===== config.mk =====
export PLATFORM = sky130hd
export DESIGN_NAME = sv32_mmu
export DESIGN_NICKNAME = d
export VERILOG_FILES = /design/src/rtl/mmu_pkg.sv /design/src/rtl/xlat_req_stage.sv /design/src/rtl/sv32_tlb.sv /design/src/rtl/pte_check.sv /design/src/rtl/page_walker.sv /design/src/rtl/xlat_rsp_stage.sv /design/src/rtl/sv32_mmu.sv
export SDC_FILE = /design/constraint.sdc
export NUM_CORES = 1
export LEC_CHECK = 0
export BUFFER_PORTS_ARGS = -buffer_cell sky130_fd_sc_hd__buf_2
export CAP_MARGIN = 0
export CORE_AREA = 2 2 259 261
export CTS_CLUSTER_SIZE = 24
export DETAILED_ROUTE_END_ITERATION = 10
export DIE_AREA = 0 0 261 263
export PLACE_DENSITY = 0.56
export RECOVER_POWER = 50
export SLEW_MARGIN = 20
export SYNTH_ARGS = -nofsm -noshare
export SYNTH_HDL_FRONTEND = slang
export SYNTH_SLANG_ARGS = --single-unit

===== constraint.sdc =====
create_clock -name CLK -period 12.5 [get_ports CLK]
set_input_delay 1.875 -clock CLK [delete_from_list [all_inputs] [get_ports CLK]]
set_output_delay 1.875 -clock CLK [all_outputs]
set_load 0.005 [all_outputs]

===== src/rtl/mmu_pkg.sv =====
/*
 * Sv32 MMU shared types
 * Address and PTE widths, access and privilege encodings, handshake payloads
 */
package mmu_pkg;

    typedef logic [31:0] vaddr_t;
    typedef logic [31:0] paddr_t;
    typedef logic [19:0] vpn_t;
    typedef logic [19:0] ppn_t;
    typedef logic [31:0] pte_t;
    typedef logic [3:0]  cause_t;

    localparam int TLB_ENTRIES   = 4;
    localparam int TLB_IDX_W     = $clog2(TLB_ENTRIES);
    localparam int PAGE_OFFSET_W = 12;
    localparam int VPN_PART_W    = 10;

    localparam cause_t CAUSE_FETCH_PAGE_FAULT = 4'd12;
    localparam cause_t CAUSE_LOAD_PAGE_FAULT  = 4'd13;
    localparam cause_t CAUSE_STORE_PAGE_FAULT = 4'd15;

    // Value picks the TLB and the permission bit
    typedef enum logic [1:0] {
        FETCH = 2'd0,
        LOAD  = 2'd1,
        STORE = 2'd2
    } access_e;

    typedef enum logic [1:0] {
        PRIV_U = 2'd0,
        PRIV_S = 2'd1,
        PRIV_M = 2'd3
    } priv_e;

    typedef enum logic [2:0] {
        IDLE,
        LOOKUP,
        L1_REQ,
        L1_WAIT,
        L0_REQ,
        L0_WAIT,
        DONE
    } walk_state_e;

    typedef struct packed {
        vaddr_t  vaddr;
        access_e access;
        priv_e   priv;
        logic    satp_mode;
        ppn_t    satp_ppn;
        logic    sum;
        logic    mxr;
    } xlat_req_t;

    typedef struct packed {
        paddr_t paddr;
        logic   fault;
        cause_t cause;
    } xlat_rsp_t;

    typedef struct packed {
        xlat_req_t req;
        logic      translate;
    } walk_job_t;

endpackage


===== src/rtl/xlat_req_stage.sv =====
/*
 * Translation request register
 * Holds one request and flags whether it needs translation or bypasses
 */
`timescale 1ns/10ps

module xlat_req_stage
    import mmu_pkg::*;
(
    input  logic      CLK,
    input  logic      reset,
    input  logic      req_valid,
    input  xlat_req_t req,
    input  logic      job_ready,
    output logic      req_ready,
    output logic      job_valid,
    output walk_job_t job
);

    // Empty, or emptying in this cycle
    assign req_ready = !job_valid || job_ready;

    always_ff @(posedge CLK) begin
        if (reset) begin
            job_valid <= 1'b0;
        end else if (req_ready) begin
            job_valid <= req_valid;
        end
    end

    always_ff @(posedge CLK) begin
        if (req_valid && req_ready) begin
            job.req       <= req;
            // M-mode and satp mode off go straight through
            job.translate <= req.satp_mode && (req.priv != PRIV_M);
        end
    end

endmodule


===== src/rtl/sv32_tlb.sv =====
/*
 * Direct-mapped Sv32 TLB, one bank per access kind
 * Combinational lookup, single-entry fill, flush of all valid bits
 */
`timescale 1ns/10ps

module sv32_tlb
    import mmu_pkg::*;
#(
    parameter int ENTRIES = TLB_ENTRIES
) (
    input  logic    CLK,
    input  logic    reset,
    input  logic    flush,
    input  access_e lookup_kind,
    input  vpn_t    lookup_vpn,
    input  logic    fill,
    input  access_e fill_kind,
    input  vpn_t    fill_vpn,
    input  ppn_t    fill_ppn,
    output logic    hit,
    output ppn_t    hit_ppn
);

    localparam int IDX_W = $clog2(ENTRIES);
    localparam int TAG_W = $bits(vpn_t) - IDX_W;

    logic [TAG_W-1:0]   tag_q   [3][ENTRIES];
    ppn_t               ppn_q   [3][ENTRIES];
    logic [ENTRIES-1:0] valid_q [3];

    logic [IDX_W-1:0] lookup_idx;
    logic [IDX_W-1:0] fill_idx;
    logic [TAG_W-1:0] lookup_tag;
    logic [TAG_W-1:0] fill_tag;
    logic             lookup_kind_ok;
    logic             fill_kind_ok;

    assign {lookup_tag, lookup_idx} = lookup_vpn;
    assign {fill_tag, fill_idx}     = fill_vpn;

    // Encoding 3 has no bank
    assign lookup_kind_ok = (lookup_kind != 2'd3);
    assign fill_kind_ok   = (fill_kind != 2'd3);

    assign hit     = lookup_kind_ok && valid_q[lookup_kind][lookup_idx]
                     && (tag_q[lookup_kind][lookup_idx] == lookup_tag);
    assign hit_ppn = ppn_q[lookup_kind][lookup_idx];

    always_ff @(posedge CLK) begin
        if (fill && fill_kind_ok) begin
            tag_q[fill_kind][fill_idx] <= fill_tag;
            ppn_q[fill_kind][fill_idx] <= fill_ppn;
        end
    end

    // Flush beats a fill in the same cycle
    always_ff @(posedge CLK) begin
        if (reset || flush) begin
            valid_q <= '{default: '0};
        end else if (fill && fill_kind_ok) begin
            valid_q[fill_kind][fill_idx] <= 1'b1;
        end
    end

endmodule


===== src/rtl/pte_check.sv =====
/*
 * Sv32 PTE check for one walk level
 * Flags leaf entries and faults from V, R/W encoding and U/SUM/MXR rules
 */
`timescale 1ns/10ps

module pte_check
    import mmu_pkg::*;
(
    input  pte_t    pte,
    input  access_e access,
    input  priv_e   priv,
    input  logic    sum,
    input  logic    mxr,
    output logic    leaf,
    output logic    fault
);

    logic       v;
    logic       r;
    logic       w;
    logic       x;
    logic       u;
    logic       r_eff;
    logic       priv_fault;
    logic [3:0] perm;

    assign v = pte[0];
    assign r = pte[1];
    assign w = pte[2];
    assign x = pte[3];
    assign u = pte[4];

    // Executable pages readable under MXR
    assign r_eff = r || (mxr && x);

    // Indexed by access kind, top slot is the unused encoding
    assign perm = {1'b0, w, r_eff, x};

    assign leaf = r || w || x;

    assign priv_fault = ((priv == PRIV_S) && u && !sum)
                        || ((priv == PRIV_U) && !u);

    // W without R is reserved at any level
    assign fault = !v || (w && !r) || (leaf && (priv_fault || !perm[access]));

endmodule


===== src/rtl/page_walker.sv =====
/*
 * Sv32 page walker
 * TLB lookup, two-level PTE walk with superpages, TLB fill and result forming
 */
`timescale 1ns/10ps

module page_walker
    import mmu_pkg::*;
(
    input  logic      CLK,
    input  logic      reset,
    input  logic      job_valid,
    input  walk_job_t job,
    input  logic      res_ready,
    input  logic      tlb_hit,
    input  ppn_t      tlb_ppn,
    input  logic      mem_req_ready,
    input  logic      mem_rsp_valid,
    input  pte_t      mem_rsp_data,
    output logic      job_ready,
    output logic      res_valid,
    output xlat_rsp_t res,
    output access_e   tlb_kind,
    output vpn_t      tlb_vpn,
    output logic      tlb_fill,
    output ppn_t      tlb_fill_ppn,
    output logic      mem_req_valid,
    output paddr_t    mem_addr
);

    walk_state_e state;
    walk_job_t   job_q;
    xlat_rsp_t   res_q;
    ppn_t        l0_base_q;

    logic [VPN_PART_W-1:0]    vpn1;
    logic [VPN_PART_W-1:0]    vpn0;
    logic [PAGE_OFFSET_W-1:0] offset;
    logic                     pte_leaf;
    logic                     pte_fault;
    logic                     in_wait;
    logic                     walk_end;
    cause_t                   fault_cause;

    assign vpn1   = job_q.req.vaddr[31:22];
    assign vpn0   = job_q.req.vaddr[21:12];
    assign offset = job_q.req.vaddr[PAGE_OFFSET_W-1:0];

    pte_check u_pte_check (
        .pte    (mem_rsp_data),
        .access (job_q.req.access),
        .priv   (job_q.req.priv),
        .sum    (job_q.req.sum),
        .mxr    (job_q.req.mxr),
        .leaf   (pte_leaf),
        .fault  (pte_fault)
    );

    always_comb begin
        case (job_q.req.access)
            FETCH:   fault_cause = CAUSE_FETCH_PAGE_FAULT;
            LOAD:    fault_cause = CAUSE_LOAD_PAGE_FAULT;
            default: fault_cause = CAUSE_STORE_PAGE_FAULT;
        endcase
    end

    // Walk ends on a fault or leaf at L1, or on any L0 response
    assign in_wait  = (state == L1_WAIT) || (state == L0_WAIT);
    assign walk_end = mem_rsp_valid && ((state == L0_WAIT)
                      || ((state == L1_WAIT) && (pte_fault || pte_leaf)));

    assign tlb_kind = job_q.req.access;
    assign tlb_vpn  = job_q.req.vaddr[31:PAGE_OFFSET_W];
    assign tlb_fill = mem_rsp_valid && in_wait && pte_leaf && !pte_fault;

    // Superpage entries cached as 4 KiB pages with vpn0 folded in
    assign tlb_fill_ppn = (state == L1_WAIT) ? {mem_rsp_data[29:20], vpn0}
                                             : mem_rsp_data[29:10];

    assign mem_req_valid = (state == L1_REQ) || (state == L0_REQ);
    assign mem_addr      = (state == L0_REQ) ? {l0_base_q, vpn0, 2'b00}
                                             : {job_q.req.satp_ppn, vpn1, 2'b00};

    assign job_ready = (state == IDLE);
    assign res_valid = (state == DONE);
    assign res       = res_q;

    always_ff @(posedge CLK) begin
        if (reset) begin
            state <= IDLE;
        end else begin
            case (state)
                IDLE:    if (job_valid) state <= LOOKUP;
                LOOKUP:  state <= (!job_q.translate || tlb_hit) ? DONE : L1_REQ;
                L1_REQ:  if (mem_req_ready) state <= L1_WAIT;
                L1_WAIT: if (mem_rsp_valid) state <= (pte_fault || pte_leaf) ? DONE : L0_REQ;
                L0_REQ:  if (mem_req_ready) state <= L0_WAIT;
                L0_WAIT: if (mem_rsp_valid) state <= DONE;
                DONE:    if (res_ready) state <= IDLE;
                default: state <= IDLE;
            endcase
        end
    end

    always_ff @(posedge CLK) begin
        if (job_valid && job_ready) begin
            job_q <= job;
        end
        if ((state == L1_WAIT) && mem_rsp_valid) begin
            l0_base_q <= mem_rsp_data[29:10];
        end
        if (state == LOOKUP) begin
            res_q.paddr <= job_q.translate ? {tlb_ppn, offset} : job_q.req.vaddr;
            res_q.fault <= 1'b0;
            res_q.cause <= '0;
        end else if (walk_end) begin
            res_q.paddr <= tlb_fill ? {tlb_fill_ppn, offset} : '0;
            res_q.fault <= !tlb_fill;
            res_q.cause <= tlb_fill ? cause_t'(0) : fault_cause;
        end
    end

endmodule


===== src/rtl/xlat_rsp_stage.sv =====
/*
 * Translation response register
 * One-entry output buffer, holds its result under back-pressure
 */
`timescale 1ns/10ps

module xlat_rsp_stage
    import mmu_pkg::*;
(
    input  logic      CLK,
    input  logic      reset,
    input  logic      res_valid,
    input  xlat_rsp_t res,
    input  logic      rsp_ready,
    output logic      res_ready,
    output logic      rsp_valid,
    output xlat_rsp_t rsp
);

    // Refill allowed in the cycle the held result leaves
    assign res_ready = !rsp_valid || rsp_ready;

    always_ff @(posedge CLK) begin
        if (reset) begin
            rsp_valid <= 1'b0;
        end else if (res_ready) begin
            rsp_valid <= res_valid;
        end
    end

    always_ff @(posedge CLK) begin
        if (res_valid && res_ready) begin
            rsp <= res;
        end
    end

endmodule


===== src/rtl/sv32_mmu.sv =====
/*
 * Sv32 address translation unit top
 * Request register, page walker with per-kind TLBs, response register
 */
`timescale 1ns/10ps

module sv32_mmu
    import mmu_pkg::*;
(
    input  logic      CLK,
    input  logic      reset,
    input  logic      req_valid,
    output logic      req_ready,
    input  xlat_req_t req,
    output logic      rsp_valid,
    input  logic      rsp_ready,
    output xlat_rsp_t rsp,
    output logic      mem_req_valid,
    input  logic      mem_req_ready,
    output paddr_t    mem_addr,
    input  logic      mem_rsp_valid,
    input  pte_t      mem_rsp_data,
    input  logic      tlb_flush
);

    logic      job_valid;
    logic      job_ready;
    walk_job_t job;
    logic      res_valid;
    logic      res_ready;
    xlat_rsp_t res;
    access_e   tlb_kind;
    vpn_t      tlb_vpn;
    logic      tlb_fill;
    ppn_t      tlb_fill_ppn;
    logic      tlb_hit;
    ppn_t      tlb_ppn;

    xlat_req_stage u_req_stage (
        .CLK       (CLK),
        .reset     (reset),
        .req_valid (req_valid),
        .req       (req),
        .job_ready (job_ready),
        .req_ready (req_ready),
        .job_valid (job_valid),
        .job       (job)
    );

    page_walker u_walker (
        .CLK           (CLK),
        .reset         (reset),
        .job_valid     (job_valid),
        .job           (job),
        .res_ready     (res_ready),
        .tlb_hit       (tlb_hit),
        .tlb_ppn       (tlb_ppn),
        .mem_req_ready (mem_req_ready),
        .mem_rsp_valid (mem_rsp_valid),
        .mem_rsp_data  (mem_rsp_data),
        .job_ready     (job_ready),
        .res_valid     (res_valid),
        .res           (res),
        .tlb_kind      (tlb_kind),
        .tlb_vpn       (tlb_vpn),
        .tlb_fill      (tlb_fill),
        .tlb_fill_ppn  (tlb_fill_ppn),
        .mem_req_valid (mem_req_valid),
        .mem_addr      (mem_addr)
    );

    // Fill goes to the entry that was just looked up
    sv32_tlb #(
        .ENTRIES (TLB_ENTRIES)
    ) u_tlb (
        .CLK         (CLK),
        .reset       (reset),
        .flush       (tlb_flush),
        .lookup_kind (tlb_kind),
        .lookup_vpn  (tlb_vpn),
        .fill        (tlb_fill),
        .fill_kind   (tlb_kind),
        .fill_vpn    (tlb_vpn),
        .fill_ppn    (tlb_fill_ppn),
        .hit         (tlb_hit),
        .hit_ppn     (tlb_ppn)
    );

    xlat_rsp_stage u_rsp_stage (
        .CLK       (CLK),
        .reset     (reset),
        .res_valid (res_valid),
        .res       (res),
        .rsp_ready (rsp_ready),
        .res_ready (res_ready),
        .rsp_valid (rsp_valid),
        .rsp       (rsp)
    );

endmodule


# [Word level (Yosys, flattened, before mapping)]
# Memory sizes are Yosys's and may differ from the RTL's. A register that Yosys moved wholly into a read port is not among the register bits.
# Cells that the tools add are included.
[word_totals] reg_bits=229 out_inout_bits=72 mem_count=2 ramBits=456 word_cells=151 romBits=0 latch_bits=0 inputBits=98
[classes] n_div=0 bitwise_logic=3 n_reduce_logical=52 mux=43 n_eq_ne=17 mul=0 order_cmp=7 shifts=0 addsub=0
[mem_list] memory="u_tlb.ppn_q" words=3 word_bits=80 read_ports=1 rd_ports_with_merged_regs=1 wr=1 line="sv32_tlb.sv:29" source="ppn_t ppn_q [3][ENTRIES];"
[mem_list] memory="u_tlb.tag_q" words=3 word_bits=72 read_ports=1 rd_ports_with_merged_regs=1 wr=1 line="sv32_tlb.sv:28" source="logic [TAG_W-1:0] tag_q [3][ENTRIES];"
[op_table] op="2-to-1 mux 32 bit" n=3
[op_table] op="2-to-1 mux 80 bit" n=1
[op_table] op="2-to-1 mux 37 bit" n=2
[op_table] op="2-to-1 mux 72 bit" n=1
[op_table] op="2-to-1 mux 20 bit" n=3
[op_table] op="2-to-1 mux 18 bit" n=3
[op_table] op="binary-select mux 20 bit (select 2 bit)" n=1
[op_table] op="demux 20 bit (select 2 bit)" n=1
[op_table] op="binary-select mux 18 bit (select 2 bit)" n=1
[op_table] op="demux 18 bit (select 2 bit)" n=1
[op_table] op="logical AND 1 bit" n=22
[op_table] op="2-to-1 mux 3 bit" n=7
[op_table] op="one-hot mux 3 bit (7 select lines)" n=1
[op_table] op="== test 18 bit" n=1
[op_table] op="2-to-1 mux 4 bit" n=4
[op_table] op="inequality test 2 bit (second input constant)" n=8
[op_table] op="logical OR 1 bit" n=15
[op_table] op="bitwise OR 12 bit" n=1
[op_table] op="zero test 1 bit" n=10
[op_table] op="2-to-1 mux 10 bit" n=1
[op_table] op="== test 3 bit (second input constant)" n=3
[op_table] op="binary-select mux 4 bit (select 2 bit)" n=1
[op_table] op="demux 4 bit (select 2 bit)" n=1
[op_table] op="== test 3 x 2 -> 1 bit (second input constant)" n=2
[op_table] op="16 further kinds" n=28

# [Longest topological paths before layout]
# Gate-level depths: netlist (run 1).
[depth] ltp_word=14 depth_mapped=12 mapped_depth_nobuf=7

# [By module]
# A second synthesis (run 1) with hierarchy kept.
[unflattened] cells_unflattened=1318 hier_area_um2=26337.8
[modules_own_cells] mod="sv32_tlb" instances=1 cells_each=852 area_per_inst_um2=18068.6 seq_area_each_um2=13933.4
[modules_own_cells] mod="page_walker" instances=1 cells_each=344 area_per_inst_um2=5134.9 seq_area_each_um2=3453.3
[modules_own_cells] mod="xlat_req_stage" instances=1 cells_each=66 area_per_inst_um2=1864.3 seq_area_each_um2=1821.7
[modules_own_cells] mod="xlat_rsp_stage" instances=1 cells_each=42 area_per_inst_um2=1166.1 seq_area_each_um2=1131.1
[modules_own_cells] mod="pte_check" instances=1 cells_each=14 area_per_inst_um2=103.8 seq_area_each_um2=0.0

# [Worst setup path after synthesis (run 1)]
# Ideal clock, no wire load.
[synth_path] path_kind="reg2reg" startpoint="reg u_walker.state[0]" endpoint="reg (tool-made name)" setup_slack_ps=4501 t_arrival_ps=7909 setup_ps=89 path_buffers=2 path_stages_with_launch=5 required_time_ps=12411 synth_period_minus_slack_ps=7999 path_cell_list="dfxtp_1 -> clkbuf_1 -> clkbuf_1 -> nor4b_1 -> mux2_2"
[synth_lines] element="start, declared" line="page_walker.sv:31" source="walk_state_e state;"
[synth_lines] element="start signal, assigned" line="page_walker.sv:94" source="LOOKUP: state <= (!job_q.translate || tlb_hit) ? DONE : L1_REQ;"
[synth_lines] element="start signal, assigned" line="page_walker.sv:96" source="L1_WAIT: if (mem_rsp_valid) state <= (pte_fault || pte_leaf) ? DONE : L0_REQ;"

# [Worst setup path in the final report (run 1)]
[layout_path] startpoint="in req_valid" endpoint="reg u_req_stage.job[14] (netlist name)"
[layout_via] elab_chain_cells=1
[layout_rtl] element="start, declared" line="sv32_mmu.sv:12" source="input logic req_valid,"
[layout_rtl] element="logical AND 1 bit" line="xlat_req_stage.sv:32" source="if (req_valid && req_ready) begin"
# No other way between the ends.
# A chain may end at the register's enable or synchronous reset.

==> impl_metrics.json, run 1 <==
{
  "internal-power_mw": 4.13,
  "cts_root_buffer": "clkbuf_16",
  "p_leak_nw": 10.0,
  "finalClockSkew_ns": 0.0212,
  "yosysTopAreaCell": "edfxtp_1",
  "clock_sinks": 683,
  "synth_top_area_share_pct": 75.9,
  "yosysMostFrequentCell": "edfxtp_1",
  "grt_max_degree": 60,
  "vias": 13800,
  "first_iter_violations": 1184,
  "antenna_found_initial": 1,
  "vdd_drop_max_mv": 0.129,
  "die_w_um": 261,
  "hold_violations": 0,
  "cts_tree": "done",
  "yosysWarnings": 0,
  "path_cells": "buf_2, and2_0",
  "rows": 94,
  "syn_avg_cell_area_um2": 17.7,
  "grt_pass1_wl_um": 92400,
  "synth_ff_type": "edfxtp_1",
  "p_sw_mw": 1.50,
  "h-tree-depth": 3,
  "netSwitchingFraction_pct": 26.7,
  "pre_cts_ws_ns": 7.47,
  "synth-async-reset-ratio_pct": 0,
  "post_cts.repair.setup_buffers": 0,
  "routed.top_layer": "met4",
  "antenna_left": 0,
  "relSlewSlack_pct": -184,
  "synth_cell_type_count": 57,
  "grt_pass1_vias": 14200,
  "synth_area_um2": 26200,
  "gr-total-overflow": 0,
  "grt_setup_unrepaired": "no",
  "power_frac_seq_pct": 50.0,
  "path_clk_slew_ns": 0.06,
  "cts_resized": 0,
  "avgViaCountPerCell": 5.33,
  "cp.required_ns": 12.61,
  "numPortBuffers": 160,
  "finalMaxSlewViolations": 111,
  "wl_met2_um": 30000,
  "setup_ws_ns": 7.54,
  "initial_core_util_pct": 39.9,
  "cp_slowest_cell": "and2_0",
  "p_per_area_nw_per_um2": 187,
  "worstPathArrival_ns": 5.06,
  "drc": 0,
  "setup_viol": 0,
  "io_pins": 170,
  "grt_usage_pct": 18.5,
  "end_kind": "flip-flop",
  "finalSetupTns_ns": 0,
  "worst_pin_slew_ns": 4.26,
  "worst_path_largest_cell_delay_ns": 3.07,
  "routed_wl_um": 63000,
  "min_path_type": "reg -> reg",
  "period_minus_slack_ns": 4.96,
  "insertion_delay_ns": 0.62,
  "drive_above_1_share_pct": 21.9,
  "violations": "capacitance limit, slew limit",
  "fin_nets": 1766,
  "wl_met3_um": 4500,
  "gp_congestion": 0.787,
  "start_kind": "input port",
  "hpwl_um": 36400,
  "crit_buf_inv": 1,
  "syn_inst": 1477,
  "wl_met1_um": 27200,
  "numCtsBuffers": 70,
  "yosysSeqAreaShare_pct": 77.6,
  "hold-worst-slack_ns": 0.410,
  "synth_edf_count": 661,
  "maxCapViolations": 2,
  "path_delay_family": "simple AND/OR/NAND/NOR gates",
  "crit_type": "in -> reg",
  "clock_path_buffers": 3,
  "coreArea_um2": 65600,
  "wire_per_inst_um": 24.3,
  "critPathMaxFanout": 59,
  "clockPowerShare_pct": 34.9,
  "dieArea_um2": 68600,
  "max_freq_mhz": 202,
  "cts_hold_buf": 0,
  "p_comb_share_pct": 15.1,
  "finalPower_mw": 5.63,
  "area_growth_pct": 15.3,
  "post-route-period-util_pct": 39.6,
  "synthTopCellsByCount": "edfxtp_1, mux2i_1, o21ai_0",
  "detail_route.first_pass.iterations": 7,
  "synth-seq-cells": 683,
  "run_status": "finished with violations",
  "synthTopCellsByArea": "edfxtp_1, mux2i_1, mux4_2",
  "die_h_um": 263
}
## sequential cells by signal, indices dropped and copies added, names as in the netlist, named ones only
| signal | count |
|---|---|
| u_tlb.valid_q | 12 |
| u_walker.l0_base_q | 20 |
| u_rsp_stage.rsp | 35 |
| u_tlb.ppn_q | 240 |
| u_walker.job_q | 37 |
| u_req_stage.job_valid | 1 |
| u_tlb.tag_q | 216 |
| u_walker.tlb_kind | 2 |
| u_rsp_stage.rsp_valid | 1 |
| u_walker.res | 35 |
| u_req_stage.job | 59 |
| u_walker.tlb_vpn | 20 |
| u_walker.state | 3 |
## cell type report
type	count	area, µm²
tap	864	1080
inverter	9	33.8
multi-input combinational	702	5560
fill	5672	35500
clock inverter	40	332
sequential	683	20300
antenna	1	2.50
timing repair buffer	202	1050
clock buffer	86	1810
## layer usage
| metal | vias to the layer above | global-route usage, % |
|---|---|---|
| met1 | 7051 | 25.7 |
| li1 | 6182 | - |
| met2 | 488 | 29.8 |
| met4 | 0 | 5.25 |
| met5 | - | 0 |
| met3 | 78 | 3.52 |
## power groups by stage
stage	Combinational, mW	Clock, mW	Sequential (mW)
floorplan	0.596	0	2.80
global placement	0.860	0	2.85
detailed placement	0.868	0	2.86
CTS	0.871	2.01	2.81
global route	0.930	2.10	2.83
finish	0.852	1.96	2.82
## through the flow
step	cells	utilization, %	instance area [µm²]
after floorplan	1478	-	26200
after global placement	2460	42.8	28100
after detailed placement	2460	42.8	28100
after CTS	2586	46.1	30200
after global routing	2586	46.0	30200
final	2587	46.0	30200
## layout by cell type, fill, tap and decap left out, types with 4 or more instances in the layout
cell type  Yosys  final
o21a_1        12     12
nor2_1        61     48
or3_1          4      4
inv_1          7      7
nand2_1       85     83
nand2b_1       6      5
nor2_4         0     12
mux2i_1      126    126
buf_4         10     32
nor3_1        21     21
a221oi_1       5      5
mux2_2        57     49
o2111ai_1     17     17
nor2b_1       29     28
dfxtp_1       22     20
clkinv_2       0     13
clkbuf_16      0     70
a211oi_1      15     15
o21ai_0       90     89
mux2_1         2     10
xor2_1         8      8
buf_2         16    135
edfxtp_1     661    661
clkinv_1       1     14
o22ai_1       25     25
clkbuf_1      51     51
a21oi_1       47     47
mux4_2        36     36
xnor2_1        8      8
nand3b_1       4      4
## final timing paths
| path | depth (start not counted) | end | slack (ns) | from |
|---|---|---|---|---|
| max | 2 | u_req_stage.job[14] | 7.54 | req_valid |
| min reg2reg | 0 | u_walker.job_q[2] | 0.41 | u_req_stage.job[2] |
| max reg2reg | 2 | u_req_stage.job[14] | 7.89 | u_walker.state[0] |
| min | 0 | u_walker.job_q[2] | 0.41 | u_req_stage.job[2] |
## kinds of logic (layout without fill, tap and decap cells)
| family | Yosys count | in the layout | share of synthesized area [%] |
|---|---|---|---|
| buffers and inverters | 93 | 337 | 1.64 |
| XOR/XNOR | 16 | 16 | 0.536 |
| other | 1 | 3 | 0.0143 |
| AO/OA/AOI/OAI | 234 | 234 | 5.54 |
| flip-flops | 683 | 683 | 77.6 |
| multiplexers | 224 | 224 | 10.7 |
| AND/OR/NAND/NOR | 226 | 226 | 3.97 |
No activity file was read; power rests on OpenSTA's default activity.
==> run 2, diff against run 1 <==
==> constraint.sdc (replaced) <==
create_clock -name CLK -period 5 [get_ports CLK]
set_input_delay 0.75 -clock CLK [delete_from_list [all_inputs] [get_ports CLK]]
set_output_delay 0.75 -clock CLK [all_outputs]
set_load 0.005 [all_outputs]
==> impl_metrics.json, run 2 (synthesis results as in run 1) <==
{
  "power_frac_seq_pct": 49.4,
  "detail_route.first_pass.iterations": 7,
  "crit_type": "reg -> reg",
  "hpwl_um": 36100,
  "r2r_cells": 5,
  "top_register": "u_tlb.ppn_q",
  "worstPathArrival_ns": 3.81,
  "reg_top3": "u_tlb.ppn_q x240, u_tlb.tag_q x216, u_req_stage.job x59",
  "grt_pass1_wl_um": 93400,
  "post_cts.repair.setup_buffers": 0,
  "gr-total-overflow": 0,
  "finalClockSkew_ns": 0.0237,
  "finalMaxSlewViolations": 64,
  "wire_per_inst_um": 24.4,
  "hold_violations": 0,
  "maxCapViolations": 2,
  "drc": 0,
  "area_growth_pct": 16.4,
  "setup_ws_ns": 1.30,
  "grt_usage_pct": 18.7,
  "p_leak_nw": 10.1,
  "h-tree-depth": 3,
  "end_kind": "flip-flop",
  "cts_resized": 0,
  "clock_path_buffers": 3,
  "antenna_left": 0,
  "coreArea_um2": 65600,
  "internal-power_mw": 10.5,
  "cts_root_buffer": "clkbuf_16",
  "start_kind": "flip-flop",
  "pre_cts_ws_ns": 1.60,
  "path_clk_slew_ns": 0.07,
  "numPortBuffers": 160,
  "post-route-period-util_pct": 74.0,
  "clock_sinks": 683,
  "netSwitchingFraction_pct": 26.5,
  "cts_tree": "done",
  "finalPower_mw": 14.3,
  "die_h_um": 263,
  "drive_above_1_share_pct": 20.9,
  "finalSetupTns_ns": 0,
  "vias": 13900,
  "grt_max_degree": 74,
  "largest_reg_flops": 240,
  "clockPowerShare_pct": 35.9,
  "max_freq_mhz": 270,
  "cp.required_ns": 5.11,
  "numCtsBuffers": 72,
  "hold-path-cell-count": 1,
  "run_status": "finished with violations",
  "routed_wl_um": 63200,
  "setup_viol": 0,
  "critPathMaxFanout": 32,
  "vdd_drop_max_mv": 0.290,
  "place_area_um2": 28300,
  "initial_core_util_pct": 39.9,
  "layout_commonest_cell": "edfxtp_1",
  "avgViaCountPerCell": 5.35,
  "antenna_found_initial": 0,
  "cts_hold_buf": 0,
  "p_sw_mw": 3.80,
  "gp_congestion": 0.775,
  "p_comb_share_pct": 14.8,
  "rows": 94,
  "grt_setup_unrepaired": "no",
  "min_path_type": "in -> reg",
  "grt_pass1_vias": 14200,
  "final_cell_mix": "edfxtp_1, mux2i_1, buf_2",
  "worst_pin_slew_ns": 2.08,
  "die_w_um": 261,
  "io_pins": 170,
  "dieArea_um2": 68600,
  "p_per_area_nw_per_um2": 471,
  "post-route-cell-area_um2": 30400,
  "violations": "capacitance limit, slew limit",
  "first_iter_violations": 1231,
  "insertion_delay_ns": 0.62,
  "fin_nets": 1767,
  "period_minus_slack_ns": 3.70,
  "relSlewSlack_pct": -38.7
}
## run 2: changes by cell type in the layout (fill, tap and decap cells not counted), sizes merged
cell / before / now
buf: 167 / 148
bufinv: 3 / 5
clkbuf: 121 / 142
clkinv: 32 / 31
clkinvlp: 2 / 3
diode: 1 / 2
## run 2: per-layer routing
metal,global-route usage [%],up-vias,wire length [µm]
met4,5.24,0,1110
met3,3.34,77,4070
li1,-,6204,-
met5,0,-,0
met2,29.9,459,30300
met1,26.2,7129,27800
## run 2: path summary, 6_finish.rpt
kind | slack (ns) | end | from
setup / recovery | 1.30 | u_walker.res[22] | u_walker.state[2]
hold reg to reg | 0.41 | u_rsp_stage.rsp[22] | u_walker.res[22]
hold / removal | 0.30 | u_req_stage.job[18] | req[17]
setup reg to reg | 1.30 | u_walker.res[22] | u_walker.state[2]
## run 2: through the flow
stage	util [%]	hold WS, ns	instances
2_1_floorplan	-	0.400	1478
3_3_place_gp	43.1	0.401	2459
3_5_place_dp	43.1	0.405	2459
4_1_cts	46.5	0.269	2590
5_1_grt	46.4	0.273	2590
6_report	46.4	0.298	2592
## run 2: power groups by stage
| stage | sequential, mW | combinational [mW] | clock (mW) |
|---|---|---|---|
| 3_5_place_dp | 7.19 | 2.15 | 0 |
| 6_report | 7.07 | 2.12 | 5.14 |
| 5_1_grt | 7.11 | 2.30 | 5.49 |
| 3_3_place_gp | 7.17 | 2.14 | 0 |
| 2_1_floorplan | 6.99 | 1.49 | 0 |
| 4_1_cts | 7.07 | 2.15 | 5.27 |
## run 2: final cells by class
class / count / area, µm²
diodes: 2 / 5.00
clock buffers: 89 / 1890
clock inverters: 42 / 378
fillers: 5642 / 35200
inverters: 9 / 33.8
multi-input cells: 702 / 5560
flip-flops and latches: 683 / 20300
well taps: 864 / 1080
repair buffers: 201 / 1190
## run 2: critical path: stages (launching register included)
cell and delay (ns):
dfxtp_1 0.62, nand3b_1 0.18, clkbuf_1 0.87, nor2_1 0.16, o21ai_0 0.60, nand2_2 0.74
